### config.mk
export PLATFORM = sky130hd
export DESIGN_NAME = recipInterp
export DESIGN_NICKNAME = d
export VERILOG_FILES = /design/src/hdl/fpFormatPkg.sv /design/src/hdl/recipTablePkg.sv /design/src/hdl/recipInterp.sv
export SDC_FILE = /design/constraint.sdc
export NUM_CORES = 1
export LEC_CHECK = 0
export ABC_AREA = 1
export BUFFER_PORTS_ARGS = -buffer_cell sky130_fd_sc_hd__buf_2
export CAP_MARGIN = 0
export CORE_MARGIN = 2
export CORE_UTILIZATION = 57
export DETAILED_ROUTE_END_ITERATION = 7
export PLACE_DENSITY = 0.87
export SYNTH_ARGS = -nofsm -noshare
export SYNTH_HDL_FRONTEND = slang
export SYNTH_SLANG_ARGS = --single-unit
### constraint.sdc
create_clock -name clk -period 7.5 [get_ports clk]
set_clock_uncertainty 0.15 [all_clocks]
set_input_delay 1.5 -clock clk [delete_from_list [all_inputs] [get_ports clk]]
set_output_delay 1.5 -clock clk [all_outputs]
set_load 0.02 [all_outputs]
### src/hdl/fpFormatPkg.sv
// ==========================================================
// Single-precision floating-point format
// Field widths, exponent bias and the packed word layouts
// shared by the reciprocal estimator stages
// ==========================================================

`default_nettype none

package fpFormatPkg;

	localparam int EXP_WIDTH = 8;
	localparam int FRAC_WIDTH = 23;
	localparam int EXP_BIAS = 127;

	// Reciprocal exponent is this base minus the input exponent
	localparam logic [EXP_WIDTH-1:0] RECIP_EXP_BASE = EXP_WIDTH'(2 * EXP_BIAS - 1);

	// ==========================================================
	// Word layouts
	// ==========================================================

	// IEEE 754 single-precision word, sign in the top bit
	typedef struct packed {
		logic sign;
		logic [EXP_WIDTH-1:0] exp;
		logic [FRAC_WIDTH-1:0] frac;
	} float32T;

	// Sign and reciprocal exponent, carried beside the table read
	typedef struct packed {
		logic sign;
		logic [EXP_WIDTH-1:0] exp;
	} sidebandT;

endpackage

`default_nettype wire

### src/hdl/recipTablePkg.sv
// ==========================================================
// Reciprocal segment table
// Table geometry, entry layout and the function that computes
// each k0/k1 pair for the piecewise-linear 1/m estimate
// ==========================================================

`default_nettype none

package recipTablePkg;

	localparam int INDEX_WIDTH = 10;
	localparam int EPS_WIDTH = 16;
	localparam int COEF_WIDTH = 16;
	localparam int INTERP_SHIFT = 26;

	localparam int SEGMENTS = 1 << INDEX_WIDTH;

	// k0 is scaled by 2^26, k1 by 2^36
	localparam int K0_SCALE_LOG2 = 26;
	localparam int K1_SCALE_LOG2 = 36;
	localparam longint unsigned COEF_MAX = (64'd1 << COEF_WIDTH) - 1;

	typedef struct packed {
		logic [COEF_WIDTH-1:0] k0;
		logic [COEF_WIDTH-1:0] k1;
	} tableEntryT;

	// ==========================================================
	// Entry for segment idx, covering m in
	// [(1024+idx)/1024, (1025+idx)/1024)
	// ==========================================================
	function automatic tableEntryT recipEntry(input int unsigned idx);
		longint unsigned seg;
		longint unsigned k0Full;
		longint unsigned k1Full;
		tableEntryT entry;
		seg = longint'(SEGMENTS) + longint'(idx);
		k0Full = (64'd1 << K0_SCALE_LOG2) / seg;
		// Segment 0 would give exactly 2^16
		if (k0Full > COEF_MAX) begin
			k0Full = COEF_MAX;
		end
		k1Full = (64'd1 << K1_SCALE_LOG2) / (seg * (seg + 1));
		entry.k0 = k0Full[COEF_WIDTH-1:0];
		entry.k1 = k1Full[COEF_WIDTH-1:0];
		return entry;
	endfunction

endpackage

`default_nettype wire
### src/hdl/recipInterp.sv
// ==========================================================
// Reciprocal interpolation stage
// r = k0 - (k1 * eps >> 26), then assembles and registers
// the output word
// ==========================================================

`timescale 1ns/1ps
`default_nettype none

module recipInterp #(
	parameter int OFS_WIDTH = recipTablePkg::EPS_WIDTH,
	parameter int COEF_W = recipTablePkg::COEF_WIDTH,
	parameter int PROD_SHIFT = recipTablePkg::INTERP_SHIFT
) (
	input logic clk,
	input logic reset,
	input logic ce,
	input recipTablePkg::tableEntryT entry,
	input logic [OFS_WIDTH-1:0] eps,
	input fpFormatPkg::sidebandT sideband,
	output fpFormatPkg::float32T result
);

	import fpFormatPkg::*;

	// r's top bit is the implied one and is dropped from the fraction
	localparam int SIG_WIDTH = COEF_W - 1;
	localparam int PAD_WIDTH = FRAC_WIDTH - SIG_WIDTH;

	logic [COEF_W+OFS_WIDTH-1:0] product;
	logic [COEF_W-1:0] correction;
	logic [COEF_W-1:0] diff;

	assign product = entry.k1 * eps;
	assign correction = COEF_W'(product >> PROD_SHIFT);
	assign diff = entry.k0 - correction;

	always_ff @(posedge clk) begin
		if (reset) begin
			result <= '0;
		end else if (ce) begin
			result.sign <= sideband.sign;
			result.exp <= sideband.exp;
			result.frac <= {diff[SIG_WIDTH-1:0], {PAD_WIDTH{1'b0}}};
		end
	end

endmodule

`default_nettype wire

==> run metrics <==
status=finished, violations left; failing checks=negative setup slack; Largest register FFs=24; share of the synthesized area in the top cell type=38.69%; total grt overflow=0; Seq/Total Area, Yosys=4.787%; Mapped Cells=1410; Syn. warnings=0; # diodes=0; synthesized flop and latch total=24; CTS tree=done; area grow syn2layout=18.52%; WP data arrival=7510 ps; clock buffers created by TritonCTS=3; vias in the first global route=9618; PnR worst setup slack=-19.48 ps; Reg with most FFs=result; Max clock buf depth=2; Final Hold Vio Count=0; Slew Limit Fails=0; Routed Antenna Nets=0; Core ar.=0.01724 mm2; critical path's most frequent cell=inv_1; Fmax achieved=133.0 MHz; detailed-route via count=9461; Max FO, Critical Path=13; slowest stage delay, CP=570 ps; synthesized area=0.01004 mm2; Reg clk slew, reported paths=60 ps; Nets=1890; die area=0.01869 mm2; CTS Sinks=24; Vias per Instance=5.400; EDFF count, synth=0; Max-slew headroom=66.65%; post-synth cell types=27; Synth area leader=fa_1; Synth top cells by count=inv_1 (404), nand2_1 (391), fa_1 (194), ha_1 (107), nor2_1 (87); WL/cell=16.31 um; H-tree Lvls=1; setup violators final=2; CP endpoint kind=register; fraction of registers with async set/reset=0%; Avg Cell Area, Syn=7.119 um2; min cycle time layout=7519 ps; Synth area leaders=fa_1 (39%), inv_1 (15%), nand2_1 (15%); Required @ worst endpoint=7490 ps; hold_buf cts=0; IO buf count=82; startpoint types=primary input; layout cell share with drive strength beyond 1=18.27%; DRT Pass-1 Iters=6; GP Congestion=0.9401; crit path max-delay cell type=fa_1; biggest registers after layout=result (24); Initial Utilization=58.23%; period utilization=100.3%; row cnt=48; Worst-Margin Slew=499.7 ps; # Max-Cap Violations=0; worst skew pair latency=250 ps; Setup Crit Path Kind=primary input to register; residual DRC count=0; largest net degree at the start of global routing=33; initial antenna violation count=1; I/O pin count=92; RSZ-0062 raised after global routing=yes; Main synth FF type=dfxtp_1; drt first-iter violations=563; Post-DP HPWL=21020 um; GRT Total Usage=28.08%; count leader, synth=inv_1; CTS root buf=clkbuf_16; die width=136.7 um; final WL=28570 um; Die H=136.7 um; Hold WC Path Type=register to register; WHS=347.9 ps; first-pass GRT wire length=42490 um
==> critical path, delay by kind of cell <==
family	cells	cell delay, ps
AO/OA/AOI/OAI	5	840
XOR/XNOR	1	110
adder cells (fa/ha/maj)	9	3480
buffers and inverters	9	920
AND/OR/NAND/NOR	7	630
==> repair_timing <==
item                       in CTS  in global routing
setup endpoints to repair      10                 13
resized for setup              19                155
buffers inserted                1                  3
hold endpoints to repair        0                  0
pin swaps                       5                 77
==> worst paths after layout <==
path              startpoint         end  slack (ps)  cells after the start
setup / recovery    entry[1]  result[14]         -20                     31
hold / removal    result[29]  result[29]         350                      2
setup reg to reg  result[22]  result[22]        6580                      4
hold reg to reg   result[29]  result[29]         350                      2
==> per-stage QoR <==
| stage | instances | setup slack, ps | utilization (%) | TNS (ps) | instance area (um2) |
|---|---|---|---|---|---|
| 3_3_place_gp | 1745 | -277.2 | 64.80 | -2418 | 11170 |
| 4_1_cts | 1749 | 15.31 | 65.59 | 0 | 11310 |
| 3_5_place_dp | 1745 | -412.5 | 64.80 | -3815 | 11170 |
| 6_report | 1752 | -19.48 | 69.02 | -21.09 | 11900 |
| 2_1_floorplan | 1417 | 1.966 | - | 0 | 10200 |
| 5_1_grt | 1752 | -254.6 | 69.02 | -2398 | 11900 |
==> final cells by class <==
type / count / area, um2
sequential: 24 / 480.5
timing repair buffer: 181 / 1310
tap: 225 / 281.5
clock buffer: 3 / 75.07
inverter: 404 / 1519
fill: 1194 / 5340
multi-input combinational: 915 / 8230
==> cell usage in the layout (no fill, tap or decap), types with 7 or more instances in the layout <==
master | synthesis | layout
fa_2 | 0 | 9
a21oi_2 | 0 | 11
nand3_1 | 24 | 15
fa_1 | 194 | 185
nand2_2 | 0 | 15
nor2_1 | 87 | 81
o21ai_1 | 2 | 7
buf_2 | 0 | 60
conb_1 | 1 | 8
a21oi_1 | 33 | 17
o21ai_0 | 31 | 25
nand3_2 | 0 | 7
buf_4 | 8 | 100
inv_1 | 404 | 389
nand2_1 | 391 | 370
dfxtp_1 | 24 | 24
buf_6 | 0 | 15
ha_1 | 107 | 94
inv_2 | 0 | 14
ha_4 | 0 | 13
==> cell families (layout without fill, tap and decap cells) <==
family,Yosys count,count (layout),share of synthesized area (%)
compound gates,73,73,3.802
xor+xnor,9,9,0.7854
fa+ha+maj,301,301,52.03
buf+inv,478,588,18.18
flops,24,24,4.787
other cells,1,8,0.03736
simple gates,524,524,20.38
==> layer usage <==
layer | track usage [%] | vias to the layer above | wire [um] | share of wire, %
met5 | 0 | - | 13 | 0.045
met3 | 3.556 | 187 | 2372 | 8.3
met4 | 8.391 | 2 | 1718 | 6.0
met2 | 52.06 | 569 | 14660 | 51
met1 | 33.88 | 4477 | 9804 | 34
li1 | - | 4226 | - | -
Power is left out: the tool's default activity adds up to more than one toggle a clock period on the data nets, which glitch-free logic cannot reach.
