### config.mk
export PLATFORM = sky130hd
export DESIGN_NAME = recipFrontEnd
export DESIGN_NICKNAME = d
export VERILOG_FILES = /design/src/hdl/fpFormatPkg.sv /design/src/hdl/recipTablePkg.sv /design/src/hdl/recipFrontEnd.sv
export SDC_FILE = /design/constraint.sdc
export NUM_CORES = 1
export LEC_CHECK = 0
export BUFFER_PORTS_ARGS = -buffer_cell sky130_fd_sc_hd__buf_2
export CORE_MARGIN = 4
export CORE_UTILIZATION = 40
export CTS_CLUSTER_SIZE = 20
export DETAILED_ROUTE_END_ITERATION = 6
export PLACE_DENSITY = 0.69
export SLEW_MARGIN = 20
export SYNTH_ARGS = -nofsm -noshare
export SYNTH_HDL_FRONTEND = slang
export SYNTH_SLANG_ARGS = --single-unit
export TNS_END_PERCENT = 1
### constraint.sdc
create_clock -name clk -period 1.38 [get_ports clk]
set_clock_uncertainty 0.1 [all_clocks]
set_input_delay 0.276 -clock clk [delete_from_list [all_inputs] [get_ports clk]]
set_output_delay 0.276 -clock clk [all_outputs]
set_load 0.005 [all_outputs]
### src/hdl/fpFormatPkg.sv
// ==========================================================
// Single-precision floating-point format
// Field widths, exponent bias and the packed word layouts
// shared by the reciprocal estimator stages
// ==========================================================

`default_nettype none

package fpFormatPkg;

	localparam int EXP_WIDTH = 8;
	localparam int FRAC_WIDTH = 23;
	localparam int EXP_BIAS = 127;

	// Reciprocal exponent is this base minus the input exponent
	localparam logic [EXP_WIDTH-1:0] RECIP_EXP_BASE = EXP_WIDTH'(2 * EXP_BIAS - 1);

	// ==========================================================
	// Word layouts
	// ==========================================================

	// IEEE 754 single-precision word, sign in the top bit
	typedef struct packed {
		logic sign;
		logic [EXP_WIDTH-1:0] exp;
		logic [FRAC_WIDTH-1:0] frac;
	} float32T;

	// Sign and reciprocal exponent, carried beside the table read
	typedef struct packed {
		logic sign;
		logic [EXP_WIDTH-1:0] exp;
	} sidebandT;

endpackage

`default_nettype wire

### src/hdl/recipTablePkg.sv
// ==========================================================
// Reciprocal segment table
// Table geometry, entry layout and the function that computes
// each k0/k1 pair for the piecewise-linear 1/m estimate
// ==========================================================

`default_nettype none

package recipTablePkg;

	localparam int INDEX_WIDTH = 10;
	localparam int EPS_WIDTH = 16;
	localparam int COEF_WIDTH = 16;
	localparam int INTERP_SHIFT = 26;

	localparam int SEGMENTS = 1 << INDEX_WIDTH;

	// k0 is scaled by 2^26, k1 by 2^36
	localparam int K0_SCALE_LOG2 = 26;
	localparam int K1_SCALE_LOG2 = 36;
	localparam longint unsigned COEF_MAX = (64'd1 << COEF_WIDTH) - 1;

	typedef struct packed {
		logic [COEF_WIDTH-1:0] k0;
		logic [COEF_WIDTH-1:0] k1;
	} tableEntryT;

	// ==========================================================
	// Entry for segment idx, covering m in
	// [(1024+idx)/1024, (1025+idx)/1024)
	// ==========================================================
	function automatic tableEntryT recipEntry(input int unsigned idx);
		longint unsigned seg;
		longint unsigned k0Full;
		longint unsigned k1Full;
		tableEntryT entry;
		seg = longint'(SEGMENTS) + longint'(idx);
		k0Full = (64'd1 << K0_SCALE_LOG2) / seg;
		// Segment 0 would give exactly 2^16
		if (k0Full > COEF_MAX) begin
			k0Full = COEF_MAX;
		end
		k1Full = (64'd1 << K1_SCALE_LOG2) / (seg * (seg + 1));
		entry.k0 = k0Full[COEF_WIDTH-1:0];
		entry.k1 = k1Full[COEF_WIDTH-1:0];
		return entry;
	endfunction

endpackage

`default_nettype wire
### src/hdl/recipFrontEnd.sv
// ==========================================================
// Reciprocal front end
// Splits the operand into table index and interpolation
// offset, negates the exponent and registers stage 1
// ==========================================================

`timescale 1ns/1ps
`default_nettype none

module recipFrontEnd #(
	parameter int IDX_WIDTH = recipTablePkg::INDEX_WIDTH,
	parameter int OFS_WIDTH = recipTablePkg::EPS_WIDTH
) (
	input logic clk,
	input logic reset,
	input logic ce,
	input fpFormatPkg::float32T a,
	output logic [IDX_WIDTH-1:0] index,
	output logic [OFS_WIDTH-1:0] eps,
	output fpFormatPkg::sidebandT sideband
);

	import fpFormatPkg::*;

	// Fraction bits below the index, and the zeros padding them to the offset width
	localparam int LOW_WIDTH = FRAC_WIDTH - IDX_WIDTH;
	localparam int PAD_WIDTH = OFS_WIDTH - LOW_WIDTH;

	logic [IDX_WIDTH-1:0] indexNext;
	logic [OFS_WIDTH-1:0] epsNext;
	sidebandT sidebandNext;

	assign indexNext = a.frac[FRAC_WIDTH-1 -: IDX_WIDTH];
	assign epsNext = {a.frac[LOW_WIDTH-1:0], {PAD_WIDTH{1'b0}}};

	// 1/2^(e-bias) needs a biased exponent of 2*bias-1-e,
	// since the significand estimate lies in (0.5, 1]
	assign sidebandNext.sign = a.sign;
	assign sidebandNext.exp = RECIP_EXP_BASE - a.exp;

	always_ff @(posedge clk) begin
		if (reset) begin
			index <= '0;
			eps <= '0;
			sideband <= '0;
		end else if (ce) begin
			index <= indexNext;
			eps <= epsNext;
			sideband <= sidebandNext;
		end
	end

endmodule

`default_nettype wire

==> results.toml <==
[worst_hold_path]
min_from = "a[23]"
hold_depth = 2
hp-class = "input port to register"
min_to = "sideband[0]$_SDFFE_PP0P_"

[flow_run]
maxCapViolCount = 0

[power]
power.total_uw = 1818
powerDensity_nw_per_um2 = 1065
ir_drop_v = 0.0006308
power_leakage_uw = 0.0009083

[synthesis]
ys_warn_count = 0
syn-cell-area_sq_um = 1264
synth_area_leaders = "dfxtp_1 (51%), mux2i_1 (21%), nor2_1 (8.3%)"
synth_seq_cells = 32
ys_seq_area_share_pct = 50.69
syn_inst = 125
synth.top_cell.area_share_pct = 50.69
syn_area_per_cell_sq_um = 10.11
synth.distinct_cells = 21
yosys.area.top_type = "dfxtp_1"

[routing]
wirelength_mm = 2.792
wl_per_cell_um = 11.59
wl_met3_um = 290
ant_nets = 0
routed.top_layer = "met4"
vias = 1111
routed_via_density = 4.610
routedLengthMet1_mm = 1.139
met2_length_mm = 1.333
drc = 0
first_iter_violations = 46
drtPass1Iterations = 4

[floorplanning]
floorplan.rows = 20
initial_core_util_pct = 41.74
fp.dieW_um = 64.21
ios = 70
die_height_um = 64.21
dieArea_sq_um = 4122
coreArea_sq_um = 3028

[final_layout]
final_common_cell = "buf_2"
final_net_count = 232
layout_common_cells = "buf_2 (66), dfxtp_1 (32), nor2_1 (28), mux2i_1 (26), buf_4 (6)"
final_area_sq_um = 1707
drive_above_1_share_pct = 40.10
syn_to_final_growth_pct = 35.05
n_antenna_cell = 0

[worst_setup_path]
regToRegEndpoint = "sideband[6]$_SDFFE_PP0P_"
worst-r2r-setup-slack_ns = 0.56
cp_slowest_cell = "dfxtp_1"
crit_chain = "buf_2"
crit_path_start_kind = "register"
required_ns = 1.00
end_kind = "output pin"
slowest_delay_ns = 0.36
crit_type = "register to output pin"
worstPathArrival_ns = 0.80
worstReg2RegStart = "sideband[6]$_SDFFE_PP0P_"
path_depth = 1
cp_top_family = "flip-flops"
cp_max_fo = 2
reg2reg_depth = 2
worst-path-buf-inv = 1

[placed_design]
port_buffers = 66
pre_cts_slack_ns = -0.06053
gp_congestion = 0.7756
post-dp-hpwl_mm = 2.171
placed_cell_area_sq_um = 1648

[clocking]
clockBufferDepth = 2
cts_tree = "done"
cts_resized = 0
clock_latency_ns = 0.32
cts-root-buf = "clkbuf_4"
cts_setup_buffers = 0
cts_made_buffers = 5
h-tree-depth = 2
holdBufCountCts = 0
clkSinkCount = 32
clk_pin_slew_worst_paths_ns = 0.10

[timing]
period_needed_ns = 1.178
fmax_mhz = 848.6
fin_tns_setup_ns = 0
hold_viol_final = 0
setup_ws_ns = 0.2016
setup_viol = 0
finalMaxSlewViolations = 0
rsz0062_at_grt = "false"
post-route-period-util_pct = 85.39

[grt]
grt_pass1_wl_mm = 4.843
grt_pass1_vias = 1137
grt_max_degree = 20
gr-total-overflow = 0
grt_usage_pct = 15.14
antenna_found_initial = 0

[status]
status = "finished, final reports clean"
-- through the flow --
step	hold WS [ns]	std cells	utilization, %
after floorplan	0.2750	127	-
after global placement	0.3622	233	54.42
after detailed placement	0.3692	233	54.42
after CTS	0.004043	241	56.36
after global routing	0.01118	241	56.36
final	0.01899	241	56.36
-- layer usage --
layer / GRT usage, % / vias up
li1: - / 555
met5: 0 / -
met2: 24.90 / 49
met3: 7.206 / 5
met4: 5.541 / 0
met1: 16.95 / 502
-- state kept, by name (all words and copies together) (netlist names) --
signal	count
eps	13
index	10
sideband	9
-- power by group --
part	leakage (uW)	total, uW	internal (uW)	switching [uW]
logic	0.000611	275	147	128
clock network	0.0000326	535	251	284
registers	0.000264	1010	981	27.7
-- synth_stat cells --
library cell  instances
conb_1                1
inv_1                 2
nand3_1               2
nor2b_1               1
o21ai_0               2
xnor2_1               1
buf_6                 1
a211oi_1              2
a21o_1                2
or4_1                 2
o311ai_1              2
nor3b_1               4
xor2_1                2
mux2i_1              26
buf_4                 6
nor2_1               28
ha_1                  1
nand2_1               4
dfxtp_1              32
clkbuf_1              2
buf_2                 2
-- worst max-delay path by stage --
stage / from / to / slack, ns
4_1_cts: eps[5]$_SDFFE_PP0P_ / eps[5] / 0.18
3_5_place_dp: a[24] / sideband[7]$_SDFFE_PP0P_ / -0.06
6_report: eps[5]$_SDFFE_PP0P_ / eps[5] / 0.20
2_1_floorplan: a[24] / sideband[7]$_SDFFE_PP0P_ / 0.07
3_3_place_gp: a[24] / sideband[7]$_SDFFE_PP0P_ / -0.03
5_1_grt: sideband[2]$_SDFFE_PP0P_ / sideband[2] / 0.15
-- cell families (layout without fill, tap and decap cells) --
logic type	count (synthesis)	after routing	share of synthesized area, %
xor+xnor	3	3	2.080
other cells	1	3	0.2967
fa+ha+maj	1	1	0.9899
buf+inv	13	83	6.436
mux	26	26	20.59
flops	32	32	50.69
compound gates	8	8	4.554
simple gates	41	41	14.36
-- cell type report --
cell class | instances | area (sq um)
Multi-Input combinational cell | 82 | 549.3
Tap cell | 44 | 55.05
Timing Repair Buffer | 73 | 395.4
Sequential cell | 32 | 640.6
Inverter | 2 | 7.507
Fill cell | 276 | 1321
Clock buffer | 8 | 58.81
Note: power is estimated with default switching activity, not from simulation.
